File: config.mk
export PLATFORM = sky130hd
export DESIGN_NAME = wb_commit_top
export DESIGN_NICKNAME = d
export VERILOG_FILES = /design/src/hw/wb_pkg.sv /design/src/hw/wb_commit_top.sv /design/src/hw/regfile.sv /design/src/hw/excp_csr.sv /design/src/hw/wb_stage.sv /design/src/hw/excp_prio.sv
export SDC_FILE = /design/constraint.sdc
export NUM_CORES = 2
export LEC_CHECK = 0
export BUFFER_PORTS_ARGS = -buffer_cell sky130_fd_sc_hd__buf_2
export CAP_MARGIN = 40
export CORE_MARGIN = 1.5
export CORE_UTILIZATION = 50
export DETAILED_ROUTE_END_ITERATION = 16
export MAX_ROUTING_LAYER = met4
export PLACE_DENSITY = 0.67
export REMOVE_ABC_BUFFERS = 1
export SETUP_SLACK_MARGIN = 0.3
export SYNTH_ARGS = -nofsm -noshare
export SYNTH_HDL_FRONTEND = slang
export SYNTH_SLANG_ARGS = --single-unit
File: constraint.sdc
create_clock -name clk -period 9.8 [get_ports clk]
set_input_delay 2.45 -clock clk [delete_from_list [all_inputs] [get_ports clk]]
set_output_delay 2.45 -clock clk [all_outputs]
set_load 0.02 [all_outputs]
File: src/hw/wb_pkg.sv
`default_nettype none

package wb_pkg;

    // packet handed over by the memory stage
    typedef struct packed {
        logic [31:0] pc;
        logic [31:0] mem_addr;
        logic [31:0] mem_result;
        logic        wreg_en;
        logic [4:0]  wreg_index;
        // 0 invtlb, 1 tlbwr, 2 tlbrd, 3 tlbfill, 4 tlbsrch
        logic [4:0]  tlb_op;
        logic        llbit_set_en;
        logic        llbit_value;
        // tlbsrch result carried down from mem
        logic [4:0]  data_tlbindex;
        logic        data_tlbfound;
    } mem_ctrl_t;

    // exception vector, bit 0 highest priority
    typedef struct packed {
        logic        ertn;
        logic [15:0] excp_num;
        logic        ms_excp;
    } excp_in_t;

    typedef struct packed {
        logic        we;
        logic [13:0] num;
        logic [31:0] wdata;
    } csr_wr_t;

    // sorted exception, feeds the csr block
    typedef struct packed {
        logic [5:0]  ecode;
        logic [8:0]  esubcode;
        logic [31:0] badv;
        logic        badv_valid;
        logic        excp_tlb;
        logic        excp_tlbrefill;
    } excp_info_t;

    typedef struct packed {
        logic       inv_en;
        logic       wr_en;
        logic       rd_en;
        logic       fill_en;
        logic       srch_en;
        logic [4:0] tlbindex;
        logic       tlbfound;
        // tlbrd/tlbsrch touch csrs read by later stages
        logic       hazard;
    } tlb_cmd_t;

    // loongarch ecodes
    localparam logic [5:0] ECODE_INT  = 6'h00;
    localparam logic [5:0] ECODE_PIL  = 6'h01;
    localparam logic [5:0] ECODE_PIS  = 6'h02;
    localparam logic [5:0] ECODE_PIF  = 6'h03;
    localparam logic [5:0] ECODE_PME  = 6'h04;
    localparam logic [5:0] ECODE_PPI  = 6'h07;
    localparam logic [5:0] ECODE_ADEF = 6'h08;
    localparam logic [5:0] ECODE_ADEM = 6'h08;
    localparam logic [5:0] ECODE_ALE  = 6'h09;
    localparam logic [5:0] ECODE_SYS  = 6'h0b;
    localparam logic [5:0] ECODE_BRK  = 6'h0c;
    localparam logic [5:0] ECODE_INE  = 6'h0d;
    localparam logic [5:0] ECODE_IPE  = 6'h0e;
    localparam logic [5:0] ECODE_TLBR = 6'h3f;

    // adef shares the ecode with subcode 0
    localparam logic [8:0] ESUBCODE_ADEM = 9'd1;

    // csr numbers
    localparam logic [13:0] CSR_CRMD   = 14'h000;
    localparam logic [13:0] CSR_PRMD   = 14'h001;
    localparam logic [13:0] CSR_ESTAT  = 14'h005;
    localparam logic [13:0] CSR_ERA    = 14'h006;
    localparam logic [13:0] CSR_BADV   = 14'h007;
    localparam logic [13:0] CSR_LLBCTL = 14'h060;

endpackage

`default_nettype wire
File: src/hw/wb_commit_top.sv
`default_nettype none

module wb_commit_top #(
    parameter bit SOFT_INT_EN = 1'b0
) (
    input  wire                    clk,
    input  wire                    rst,
    input  wire                    left_valid,
    output logic                   left_ready,
    output logic                   right_valid,
    input  wire                    right_ready,
    input  wire                    icache_busy,
    input  wire                    soft_int,
    input  wire wb_pkg::mem_ctrl_t mem_ctrl,
    input  wire wb_pkg::excp_in_t  excp_in,
    input  wire wb_pkg::csr_wr_t   csr_wr,
    input  wire [4:0]              rf_raddr,
    input  wire [13:0]             csr_rd_num,
    output logic                   stall,
    output logic                   excp_flush,
    output logic                   ertn_flush,
    output wb_pkg::excp_info_t     excp_info,
    output logic [31:0]            excp_era,
    output wb_pkg::tlb_cmd_t       tlb_cmd,
    output logic [31:0]            rf_rdata,
    output logic [31:0]            csr_rd_data
);
    import wb_pkg::*;

    logic        accept;
    logic        rf_we;
    logic [4:0]  rf_waddr;
    logic [31:0] rf_wdata;
    csr_wr_t     csr_commit;
    logic        llbit_we;
    logic        llbit_value;

    // packet taken this edge
    assign accept = left_valid && left_ready;

    wb_stage #(
        .SOFT_INT_EN (SOFT_INT_EN)
    ) stage_i (
        .clk         (clk),
        .rst         (rst),
        .left_valid  (left_valid),
        .left_ready  (left_ready),
        .right_valid (right_valid),
        .right_ready (right_ready),
        .icache_busy (icache_busy),
        .soft_int    (soft_int),
        .mem_ctrl    (mem_ctrl),
        .excp_in     (excp_in),
        .csr_wr      (csr_wr),
        .stall       (stall),
        .excp_flush  (excp_flush),
        .ertn_flush  (ertn_flush),
        .excp_info   (excp_info),
        .excp_era    (excp_era),
        .tlb_cmd     (tlb_cmd),
        .rf_we       (rf_we),
        .rf_waddr    (rf_waddr),
        .rf_wdata    (rf_wdata),
        .csr_commit  (csr_commit),
        .llbit_we    (llbit_we),
        .llbit_value (llbit_value)
    );

    excp_csr csr_i (
        .clk         (clk),
        .rst         (rst),
        .flush_excp  (excp_flush),
        .flush_ertn  (ertn_flush),
        .accept      (accept),
        .excp_info   (excp_info),
        .era         (excp_era),
        .csr_commit  (csr_commit),
        .llbit_we    (llbit_we),
        .llbit_value (llbit_value),
        .csr_rd_num  (csr_rd_num),
        .csr_rd_data (csr_rd_data)
    );

    regfile rf_i (
        .clk   (clk),
        .rst   (rst),
        .we    (rf_we),
        .waddr (rf_waddr),
        .wdata (rf_wdata),
        .raddr (rf_raddr),
        .rdata (rf_rdata)
    );

endmodule

`default_nettype wire

File: src/hw/regfile.sv
`default_nettype none

module regfile (
    input  wire         clk,
    input  wire         rst,
    input  wire         we,
    input  wire  [4:0]  waddr,
    input  wire  [31:0] wdata,
    input  wire  [4:0]  raddr,
    output logic [31:0] rdata
);
    logic [31:0] regs [32];

    // single commit port, r0 never written
    always_ff @(posedge clk) begin
        if (rst) begin
            for (int i = 0; i < 32; i++) begin
                regs[i] <= 32'd0;
            end
        end else if (we && (waddr != 5'd0)) begin
            regs[waddr] <= wdata;
        end
    end

    // async read, r0 hardwired
    assign rdata = (raddr == 5'd0) ? 32'd0 : regs[raddr];

endmodule

`default_nettype wire

File: src/hw/excp_csr.sv
`default_nettype none

module excp_csr (
    input  wire                     clk,
    input  wire                     rst,
    input  wire                     flush_excp,
    input  wire                     flush_ertn,
    input  wire                     accept,
    input  wire wb_pkg::excp_info_t excp_info,
    input  wire [31:0]              era,
    input  wire wb_pkg::csr_wr_t    csr_commit,
    input  wire                     llbit_we,
    input  wire                     llbit_value,
    input  wire [13:0]              csr_rd_num,
    output logic [31:0]             csr_rd_data
);
    import wb_pkg::*;

    // crmd fields
    logic [1:0]  crmd_plv;
    logic        crmd_ie;
    logic        crmd_da;
    logic        crmd_pg;
    logic [1:0]  crmd_datf;
    logic [1:0]  crmd_datm;
    // prmd fields
    logic [1:0]  prmd_pplv;
    logic        prmd_pie;
    // estat fields
    logic [1:0]  estat_is;
    logic [5:0]  estat_ecode;
    logic [8:0]  estat_esubcode;
    logic [31:0] era_q;
    logic [31:0] badv_q;
    logic        llbit;
    logic        take_excp;
    logic        take_ertn;

    // flushes only land on an accepting edge
    assign take_excp = accept && flush_excp;
    assign take_ertn = accept && flush_ertn;

    always_ff @(posedge clk) begin
        if (rst) begin
            crmd_plv       <= 2'd0;
            crmd_ie        <= 1'b0;
            crmd_da        <= 1'b1;
            crmd_pg        <= 1'b0;
            crmd_datf      <= 2'd0;
            crmd_datm      <= 2'd0;
            prmd_pplv      <= 2'd0;
            prmd_pie       <= 1'b0;
            estat_is       <= 2'd0;
            estat_ecode    <= 6'd0;
            estat_esubcode <= 9'd0;
            era_q          <= 32'd0;
            badv_q         <= 32'd0;
            llbit          <= 1'b0;
        end else if (take_excp) begin
            // save mode, drop to kernel with ints off
            prmd_pplv      <= crmd_plv;
            prmd_pie       <= crmd_ie;
            crmd_plv       <= 2'd0;
            crmd_ie        <= 1'b0;
            // refill handler runs untranslated
            if (excp_info.excp_tlbrefill) begin
                crmd_da <= 1'b1;
                crmd_pg <= 1'b0;
            end
            era_q          <= era;
            estat_ecode    <= excp_info.ecode;
            estat_esubcode <= excp_info.esubcode;
            if (excp_info.badv_valid) begin
                badv_q <= excp_info.badv;
            end
        end else begin
            if (take_ertn) begin
                crmd_plv <= prmd_pplv;
                crmd_ie  <= prmd_pie;
                // leaving refill, back to paging
                if (estat_ecode == ECODE_TLBR) begin
                    crmd_da <= 1'b0;
                    crmd_pg <= 1'b1;
                end
            end
            if (csr_commit.we) begin
                case (csr_commit.num)
                    CSR_CRMD: begin
                        crmd_plv  <= csr_commit.wdata[1:0];
                        crmd_ie   <= csr_commit.wdata[2];
                        crmd_da   <= csr_commit.wdata[3];
                        crmd_pg   <= csr_commit.wdata[4];
                        crmd_datf <= csr_commit.wdata[6:5];
                        crmd_datm <= csr_commit.wdata[8:7];
                    end
                    CSR_PRMD: begin
                        prmd_pplv <= csr_commit.wdata[1:0];
                        prmd_pie  <= csr_commit.wdata[2];
                    end
                    // only the soft int bits are writable
                    CSR_ESTAT: estat_is <= csr_commit.wdata[1:0];
                    CSR_ERA:   era_q    <= csr_commit.wdata;
                    CSR_BADV:  badv_q   <= csr_commit.wdata;
                    // wcllb clears the ll bit
                    CSR_LLBCTL: begin
                        if (csr_commit.wdata[1]) begin
                            llbit <= 1'b0;
                        end
                    end
                    default: ;
                endcase
            end
            // ll/sc update wins over wcllb
            if (llbit_we) begin
                llbit <= llbit_value;
            end
        end
    end

    always_comb begin
        case (csr_rd_num)
            CSR_CRMD:   csr_rd_data = {23'd0, crmd_datm, crmd_datf, crmd_pg, crmd_da,
                                       crmd_ie, crmd_plv};
            CSR_PRMD:   csr_rd_data = {29'd0, prmd_pie, prmd_pplv};
            CSR_ESTAT:  csr_rd_data = {1'b0, estat_esubcode, estat_ecode, 14'd0, estat_is};
            CSR_ERA:    csr_rd_data = era_q;
            CSR_BADV:   csr_rd_data = badv_q;
            CSR_LLBCTL: csr_rd_data = {31'd0, llbit};
            default:    csr_rd_data = 32'd0;
        endcase
    end

    // stage must not send a csr write with a flush
    assert property (@(posedge clk) disable iff (rst)
        (accept && (flush_excp || flush_ertn)) |-> !csr_commit.we)
        else $error("excp_csr: csr write together with a flush");

endmodule

`default_nettype wire

File: src/hw/wb_stage.sv
`default_nettype none

module wb_stage #(
    parameter bit SOFT_INT_EN = 1'b0
) (
    input  wire                   clk,
    input  wire                   rst,
    input  wire                   left_valid,
    output logic                  left_ready,
    output logic                  right_valid,
    input  wire                   right_ready,
    input  wire                   icache_busy,
    input  wire                   soft_int,
    input  wire wb_pkg::mem_ctrl_t mem_ctrl,
    input  wire wb_pkg::excp_in_t  excp_in,
    input  wire wb_pkg::csr_wr_t   csr_wr,
    output logic                  stall,
    output logic                  excp_flush,
    output logic                  ertn_flush,
    output wb_pkg::excp_info_t    excp_info,
    output logic [31:0]           excp_era,
    output wb_pkg::tlb_cmd_t      tlb_cmd,
    output logic                  rf_we,
    output logic [4:0]            rf_waddr,
    output logic [31:0]           rf_wdata,
    output wb_pkg::csr_wr_t       csr_commit,
    output logic                  llbit_we,
    output logic                  llbit_value
);
    logic soft_int_on;
    logic excp_pend;
    logic accept;

    // soft interrupt only counts when built in
    assign soft_int_on = SOFT_INT_EN && soft_int;
    assign excp_pend   = excp_in.ms_excp || soft_int_on;

    // hold flushes off while the icache is mid-refill
    assign stall = left_valid && icache_busy && (excp_pend || excp_in.ertn);

    // pass-through handshake, broken only by a stall
    assign left_ready  = stall ? 1'b0 : right_ready;
    assign right_valid = stall ? 1'b0 : left_valid;
    assign accept      = left_valid && left_ready;

    assign excp_flush = left_valid && excp_pend && !icache_busy;
    // any exception beats ertn
    assign ertn_flush = left_valid && excp_in.ertn && !icache_busy && !excp_pend;

    excp_prio prio_i (
        .excp_vec   (excp_in.excp_num),
        .soft_int   (soft_int_on),
        .pc         (mem_ctrl.pc),
        .mem_addr   (mem_ctrl.mem_addr),
        .left_valid (left_valid),
        .info       (excp_info)
    );

    assign excp_era = mem_ctrl.pc;

    // tlb strobes follow left_valid only
    always_comb begin
        tlb_cmd          = '0;
        tlb_cmd.inv_en   = mem_ctrl.tlb_op[0] && left_valid;
        tlb_cmd.wr_en    = mem_ctrl.tlb_op[1] && left_valid;
        tlb_cmd.rd_en    = mem_ctrl.tlb_op[2] && left_valid;
        tlb_cmd.fill_en  = mem_ctrl.tlb_op[3] && left_valid;
        tlb_cmd.srch_en  = mem_ctrl.tlb_op[4] && left_valid;
        tlb_cmd.tlbindex = mem_ctrl.data_tlbindex;
        tlb_cmd.tlbfound = mem_ctrl.data_tlbfound;
        tlb_cmd.hazard   = (mem_ctrl.tlb_op[4] || mem_ctrl.tlb_op[2]) && left_valid;
    end

    // gpr commit, killed by a taken exception
    assign rf_we    = accept && mem_ctrl.wreg_en && !excp_flush;
    assign rf_waddr = mem_ctrl.wreg_index;
    assign rf_wdata = mem_ctrl.mem_result;

    // csr write only from a clean accepted packet
    always_comb begin
        csr_commit    = csr_wr;
        csr_commit.we = csr_wr.we && accept && !excp_pend;
    end

    assign llbit_we    = mem_ctrl.llbit_set_en && accept && !excp_pend;
    assign llbit_value = mem_ctrl.llbit_value;

    // the two flushes are exclusive
    assert property (@(posedge clk) disable iff (rst)
        !(excp_flush && ertn_flush))
        else $error("wb_stage: excp_flush and ertn_flush together");

    // stalled packet must not be taken
    assert property (@(posedge clk) disable iff (rst)
        stall |-> !left_ready && !right_valid)
        else $error("wb_stage: handshake open during stall");

endmodule

`default_nettype wire

File: src/hw/excp_prio.sv
`default_nettype none

module excp_prio (
    input  wire [15:0]          excp_vec,
    input  wire                 soft_int,
    input  wire [31:0]          pc,
    input  wire [31:0]          mem_addr,
    input  wire                 left_valid,
    output wb_pkg::excp_info_t  info
);
    import wb_pkg::*;

    logic [15:0] vec;
    logic [3:0]  sel;
    logic        hit;
    logic        fetch_grp;
    logic        mem_grp;

    // soft interrupt lands in the int slot
    assign vec = {excp_vec[15:1], excp_vec[0] | soft_int};

    // lowest set bit wins, scan downwards
    always_comb begin
        sel = 4'd0;
        hit = 1'b0;
        for (int i = 15; i >= 0; i--) begin
            if (vec[i]) begin
                sel = 4'(i);
                hit = 1'b1;
            end
        end
    end

    // fetch side faults carry the pc
    assign fetch_grp = hit && (sel >= 4'd1) && (sel <= 4'd4);
    // ale onwards carry the data address
    assign mem_grp = hit && (sel >= 4'd9);

    always_comb begin
        info = '0;
        if (hit) begin
            case (sel)
                4'd0: info.ecode = ECODE_INT;
                4'd1: info.ecode = ECODE_ADEF;
                4'd2: info.ecode = ECODE_TLBR;
                4'd3: info.ecode = ECODE_PIF;
                4'd4: info.ecode = ECODE_PPI;
                4'd5: info.ecode = ECODE_SYS;
                4'd6: info.ecode = ECODE_BRK;
                4'd7: info.ecode = ECODE_INE;
                4'd8: info.ecode = ECODE_IPE;
                4'd9: info.ecode = ECODE_ALE;
                4'd10: begin
                    info.ecode    = ECODE_ADEM;
                    info.esubcode = ESUBCODE_ADEM;
                end
                4'd11: info.ecode = ECODE_TLBR;
                4'd12: info.ecode = ECODE_PME;
                4'd13: info.ecode = ECODE_PPI;
                4'd14: info.ecode = ECODE_PIS;
                default: info.ecode = ECODE_PIL;
            endcase
            // inst tlb kinds 2..4, data tlb kinds 11..15
            info.excp_tlb = left_valid && (((sel >= 4'd2) && (sel <= 4'd4)) || (sel >= 4'd11));
            // only the refill pair switches to direct mapping
            info.excp_tlbrefill = left_valid && ((sel == 4'd2) || (sel == 4'd11));
            info.badv_valid = left_valid && (fetch_grp || mem_grp);
            if (fetch_grp) begin
                info.badv = pc;
            end else if (mem_grp) begin
                info.badv = mem_addr;
            end
        end
    end

    // a bad address needs a real fault behind it
    always_comb begin
        assert final (!info.badv_valid || (excp_vec != 16'd0))
            else $error("excp_prio: badv_valid with empty exception vector");
    end

endmodule

`default_nettype wire

Yosys cells after proc, flatten, opt, wreduce, memory -nomap -nowiden
Memory sizes are Yosys's and may differ from the RTL's.
Index checks and enable logic that the tools add are counted.
{"block": "classes", "mux": 84, "eq_ne": 27, "reduce_logical": 61, "bitwise_logic": 1, "magnitude_cmp": 5}
{"cell": "$mux W32", "count": 11}
{"cell": "$pmux W32 S6", "count": 1}
{"cell": "$eq A14 B3 Y1 const B", "count": 6}
{"cell": "$pmux W6 S12", "count": 1}
{"cell": "$mux W4", "count": 16}
{"cell": "$mux W50", "count": 1}
{"cell": "$mux W1", "count": 47}
{"cell": "$reduce_or A32 Y1", "count": 1}
{"cell": "$logic_and A1 B1 Y1", "count": 30}
{"cell": "$eq A14 B1 Y1 const B", "count": 2}
{"cell": "$eq A14 B7 Y1 const B", "count": 2}
{"cell": "$eq A4 B4 Y1 const B", "count": 7}
{"cell": "$logic_not A14 Y1", "count": 2}
{"cell": "$eq A4 B3 Y1 const B", "count": 4}
{"cell": "$reduce_bool A2 Y1", "count": 7}
{"cell": "$mux W2", "count": 6}
{"cell": "$reduce_and A3 Y1", "count": 3}
{"cell": "$eq A4 B2 Y1 const B", "count": 2}
{"cell": "$ge A4 B4 Y1 const B", "count": 2}
{"cell": "$reduce_or A2 Y1", "count": 4}
{"cell": "$eq A6 B6 Y1 const B", "count": 1}
{"cell": "$logic_not A5 Y1", "count": 1}
{"cell": "$logic_or A1 B1 Y1", "count": 5}
{"cell": "$mux W5", "count": 1}
{"cell": "other kinds (11)", "count": 15}
{"block": "totals", "n_memories": 1, "regBits": 94, "elab_cells": 193, "ramBits": 1024, "in_bits": 205, "output_inout_bits": 163}
{"name": "rf_i.regs", "words": 32, "width": 32, "rd": 1, "rd_clocked_by_memory_dff": 0, "write_ports": 32, "line_no": "regfile.sv:12", "rtl": "logic [31:0] regs [32];"}

Logic depth before layout (Yosys ltp)
{"block": "logic_depth", "word_depth": 24, "mapped_depth": 11, "depth_no_buf": 7}

By module
Synthesis repeated with hierarchy kept, for this count alone.
{"block": "hier_totals", "cells_unflattened": 3925, "area_unflattened_um2": 53920.5}
{"mod": "regfile", "instances": 1, "cells_each": 2952, "seq_area_each_um2": 30749.5, "area_per_inst_um2": 46554.6}
{"mod": "excp_csr", "instances": 1, "cells_each": 593, "seq_area_each_um2": 1881.8, "area_per_inst_um2": 4837.1}
{"mod": "excp_prio", "instances": 1, "cells_each": 238, "seq_area_each_um2": 0.0, "area_per_inst_um2": 1452.6}
{"mod": "wb_stage", "instances": 1, "cells_each": 141, "seq_area_each_um2": 0.0, "area_per_inst_um2": 1069.8}
{"mod": "wb_commit_top", "instances": 1, "cells_each": 1, "seq_area_each_um2": 0.0, "area_per_inst_um2": 6.3}

Worst setup path before layout
No wires, ideal clock.
{"block": "synth_timing", "path_type": "in2out", "startpoint": "input rf_raddr[0]", "endpoint": "output rf_rdata[18]", "path_stages": 9, "required_ps": 7350, "arrival_ps": 4476, "n_path_buf": 5, "setup_slack_ps": 2874, "cell_sequence": "clkbuf_1 > buf_4 > buf_4 > buf_2 > buf_2 > mux2i_1 > o221ai_1 > a221oi_1 > a211oi_1"}
{"block": "synth_via", "elab_chain_len": 2, "word_cells_on_any_way": 3, "cone_classes": "1 x mux; 1 x reduce/logical; 1 x memory"}
{"element": "start, declared", "line_no": "wb_commit_top.sv:17", "rtl": "input wire [4:0] rf_raddr,"}
{"element": "$mem_v2 Z32 W32 / $logic_not A5 Y1 (equally long branches)"}
{"element": "$mux W32 (*)", "line_no": "regfile.sv:26", "rtl": "assign rdata = (raddr == 5'd0) ? 32'd0 : regs[raddr];"}
{"element": "end, declared", "line_no": "wb_commit_top.sv:25", "rtl": "output logic [31:0] rf_rdata,"}
Every way passes the cells marked *; elsewhere a longest branch is shown, timed or not.

Final worst setup path
{"block": "layout_timing", "startpoint": "input rf_raddr[0]", "endpoint": "output rf_rdata[24]"}
The elaborated chain is that of the path after synthesis.

==> metrics.txt <==
# TYPE chip_impl_metric gauge
chip_impl_metric{name="insertion_delay",unit="ps"} 700
chip_impl_metric{name="first_pass_grt_wire_length",unit="um"} 219000
chip_impl_metric{name="max_freq",unit="MHz"} 123
chip_impl_metric{name="cts_htree_levels",unit=""} 3
chip_impl_metric{name="crit_arrival",unit="ps"} 5670
chip_impl_metric{name="postRouteAntennaNets",unit=""} 0
chip_impl_metric{name="floorplan.die.height",unit="um"} 326
chip_impl_info{name="cts_tree",value="yes"} 1
chip_impl_metric{name="route.detailed.drc",unit=""} 0
chip_impl_metric{name="setup-tns-final",unit="ps"} 0
chip_impl_info{name="critical_setup_path_class",value="input port to output pin"} 1
chip_impl_metric{name="cts_setup_buffers",unit=""} 0
chip_impl_metric{name="gp_congestion",unit=""} 0.884
chip_impl_metric{name="place_area",unit="sq um"} 55000
chip_impl_metric{name="finalPower",unit="mW"} 10.7
chip_impl_info{name="worstHoldPathType",value="flip-flop to flip-flop"} 1
chip_impl_metric{name="buffer_ports.inserted",unit=""} 346
chip_impl_metric{name="yosys_register_bits",unit=""} 1109
chip_impl_metric{name="post-route-min-period",unit="ps"} 8120
chip_impl_info{name="synthTopCellsByArea",value="edfxtp_1 59%, and2_1 12%, mux4_2 10%, dfxtp_1 3.3%, mux2i_1 2.5%"} 1
chip_impl_info{name="clockRootBuffer",value="clkbuf_16"} 1
chip_impl_metric{name="critical_path_peak_fanout",unit=""} 47
chip_impl_metric{name="net_count_final",unit=""} 4047
chip_impl_metric{name="finalHoldViolations",unit=""} 0
chip_impl_metric{name="syn_area_per_cell",unit="sq um"} 14.3
chip_impl_metric{name="worst_setup_hold_path_clk_slew",unit="ps"} 60
chip_impl_metric{name="synth-edff-count",unit=""} 1024
chip_impl_metric{name="avgRoutedWirePerCell",unit="um"} 28.5
chip_impl_metric{name="layout-drive-gt1-share",unit="%"} 25.1
chip_impl_metric{name="timing.max_cap.violations",unit=""} 0
chip_impl_metric{name="floorplan.rows",unit=""} 118
chip_impl_info{name="cell_with_the_most_instances_after_synthesis",value="edfxtp_1"} 1
chip_impl_metric{name="fin_ws",unit="ps"} 1680
chip_impl_metric{name="timing.clock.skew",unit="ps"} 6.85
chip_impl_info{name="ys_dominant_reg_cell",value="edfxtp_1"} 1
chip_impl_metric{name="wirelength",unit="um"} 152000
chip_impl_metric{name="irDropWorstVdd",unit="mV"} 0.160
chip_impl_metric{name="routed_via_density",unit=""} 6.01
chip_impl_metric{name="syn-instance-count",unit=""} 3631
chip_impl_metric{name="synth.cell_area",unit="sq um"} 52000
chip_impl_metric{name="ff2ff_setup_slack",unit="ps"} 8560
chip_impl_metric{name="finalSetupViolations",unit=""} 0
chip_impl_metric{name="core_area",unit="sq um"} 103000
chip_impl_metric{name="grt_antenna_before_repair",unit=""} 25
chip_impl_metric{name="worst_pin_slew",unit="ps"} 1100
chip_impl_info{name="rsz0062_at_grt",value="no"} 1
chip_impl_metric{name="synth-warning-count",unit=""} 0
chip_impl_metric{name="cts-hold-fix-buffers",unit=""} 0
chip_impl_metric{name="final.period_utilization",unit="%"} 82.9
chip_impl_metric{name="firstDrtPassIters",unit=""} 5
chip_impl_metric{name="cellLeakagePower",unit="nW"} 21.2
chip_impl_metric{name="clock_sinks",unit=""} 1109
chip_impl_metric{name="final_hold_slack",unit="ps"} 458
chip_impl_metric{name="cts.path.max_buffers",unit=""} 3
chip_impl_metric{name="final.fill_count",unit=""} 8184
chip_impl_metric{name="max-slew-margin-rel",unit="%"} 26.8
chip_impl_metric{name="initialDrtViolationCount",unit=""} 3599
chip_impl_metric{name="detailroute.via_count",unit=""} 32100
chip_impl_metric{name="cts_inserted_buffers",unit=""} 115
chip_impl_info{name="synthTopCellsByCount",value="1024 x edfxtp_1, 1000 x and2_1, 284 x clkbuf_1"} 1
chip_impl_metric{name="floorplan.io_pins",unit=""} 368
chip_impl_info{name="cp-start-kind",value="input port"} 1
chip_impl_metric{name="synth_sequential_area_ratio",unit="%"} 62.4
chip_impl_metric{name="post_synth_num_cell_types",unit=""} 63
chip_impl_info{name="status",value="complete, no violations"} 1
chip_impl_metric{name="grt_start_max_net_pins",unit=""} 92
chip_impl_metric{name="dieWidth",unit="um"} 326
chip_impl_metric{name="synth_top_area_share",unit="%"} 59.1
chip_impl_metric{name="timing_max_transition_violations_final",unit=""} 0
chip_impl_metric{name="synth_async_sr_flop_share",unit="%"} 0
chip_impl_metric{name="summed_area_of_non_filler_cells_in_the_final_layout",unit="sq um"} 58700
chip_impl_metric{name="cp_data_required_time",unit="ps"} 7350
chip_impl_info{name="synth_top_cell_by_area",value="edfxtp_1"} 1
chip_impl_info{name="critical_path.endpoint_type",value="output pin"} 1
chip_impl_metric{name="via_count_of_the_first_global_routing_pass",unit=""} 32000
chip_impl_metric{name="cts_repair_resized_insts",unit=""} 0
chip_impl_metric{name="powerDensity",unit="nW/um^2"} 181
chip_impl_metric{name="fp.dieArea",unit="sq um"} 106000
chip_impl_metric{name="track_usage",unit="%"} 29.4
chip_impl_metric{name="dpl_worst_slack",unit="ps"} 1610
chip_impl_metric{name="initial_core_util",unit="%"} 50.4
chip_impl_metric{name="detailedPlacementHpwl",unit="um"} 88100
chip_impl_metric{name="areaGrowthSynthToFinish",unit="%"} 12.9
chip_impl_metric{name="grt_remaining_overflow",unit=""} 0
-- logic make-up after synthesis --
kind of cell	count (synthesis)	share of synthesized area, %
xor gates and xnor gates	2	0.0337
DFF	1109	62.4
buffers and inverters	417	3.61
and+or+nand+nor	1357	15.4
AOI/OAI and AO/OA	343	5.22
muxes	402	13.4
other	1	0.00721
-- power by group --
part,leakage [nW],switching (mW),internal [mW]
logic,8.98,0.575,0.334
clock network,1.78,1.88,2.42
registers,10.4,0.0587,5.38
-- worst max-delay path, stage by stage --
cell,delay [ps]
buf_8,420
buf_4,470
mux4_2,560
mux2_2,310
a221oi_1,750
nor2_1,100
a21oi_1,280
nor2_1,90
buf_2,200
-- layout by cell type, fill, tap and decap left out, drive strengths merged, types with 3 or more instances in the layout --
| cell type | Yosys | routed |
|---|---|---|
| a22oi | 4 | 4 |
| clkbuf | 284 | 139 |
| nor4b | 4 | 4 |
| inv | 15 | 19 |
| nand2 | 40 | 40 |
| o21ai | 12 | 12 |
| bufinv | 0 | 10 |
| mux2 | 40 | 40 |
| mux2i | 132 | 132 |
| clkinv | 0 | 59 |
| nor2 | 133 | 133 |
| nor4 | 7 | 7 |
| nor3 | 20 | 20 |
| and2 | 1001 | 1001 |
| a22o | 53 | 53 |
| nand3 | 48 | 48 |
| clkinvlp | 0 | 6 |
| a311oi | 3 | 3 |
| o221ai | 51 | 51 |
| dfxtp | 85 | 85 |
| or2 | 36 | 36 |
| a211o | 7 | 7 |
| mux4 | 230 | 230 |
| o211ai | 9 | 9 |
| a221o | 4 | 4 |
| edfxtp | 1024 | 1024 |
| diode | 0 | 12 |
| a211oi | 52 | 52 |
| a221oi | 28 | 28 |
| a21oi | 63 | 63 |
| conb | 1 | 40 |
| a222oi | 11 | 11 |
| o22ai | 32 | 32 |
| nand2b | 47 | 47 |
| buf | 118 | 455 |
| nor2b | 7 | 7 |
| and3 | 4 | 4 |
| o21a | 4 | 4 |
-- metal layers --
metal	vias to the layer above	wire [um]	global-route usage [%]
li1	13800	-	-
met1	16200	59600	38.7
met2	1747	73200	46.6
met3	291	13800	4.81
met4	0	5670	10.2
met5	-	0	-
-- final timing paths --
check,start,cells after the start,to
setup / recovery,rf_raddr[0],9,rf_rdata[24]
hold / removal,csr_i.crmd_datf[0],2,csr_i.crmd_datf[0]
setup reg to reg,csr_i.estat_ecode[1],5,csr_i.crmd_da
hold reg to reg,csr_i.crmd_datf[0],2,csr_i.crmd_datf[0]
-- metrics by stage --
| step | utilization [%] | std cells |
|---|---|---|
| after floorplan | - | 3268 |
| after global placement | 53.0 | 5091 |
| after detailed placement | 53.3 | 5104 |
| after CTS | 56.8 | 5321 |
| after global routing | 56.8 | 5331 |
| final | 56.8 | 5334 |
-- final cells by class --
cell class              count  area [sq um]  area share (%)
diodes                     12          30.0          0.0511
multi-input cells        2144         18000            30.6
inverters                  15          56.3          0.0959
well taps                1380          1730            2.94
flip-flops and latches   1109         32500            55.2
clock inverters            79           704            1.20
repair buffers            457          2830            4.81
clock buffers             138          2960            5.05
-- flip-flops by register name (all words and copies together), names as in the netlist --
signal and flops:
csr_i.era_q 32, csr_i.crmd_da 1, csr_i.estat_is 2, csr_i.crmd_datf 2
csr_i.prmd_pie 1, csr_i.crmd_ie 1, csr_i.estat_esubcode 1, csr_i.crmd_pg 1
rf_i.regs 1024, csr_i.crmd_datm 2, csr_i.prmd_pplv 2, csr_i.llbit 1
csr_i.estat_ecode 5, csr_i.badv_q 32, csr_i.crmd_plv 2
Note: power is estimated with default switching activity, not from simulation.
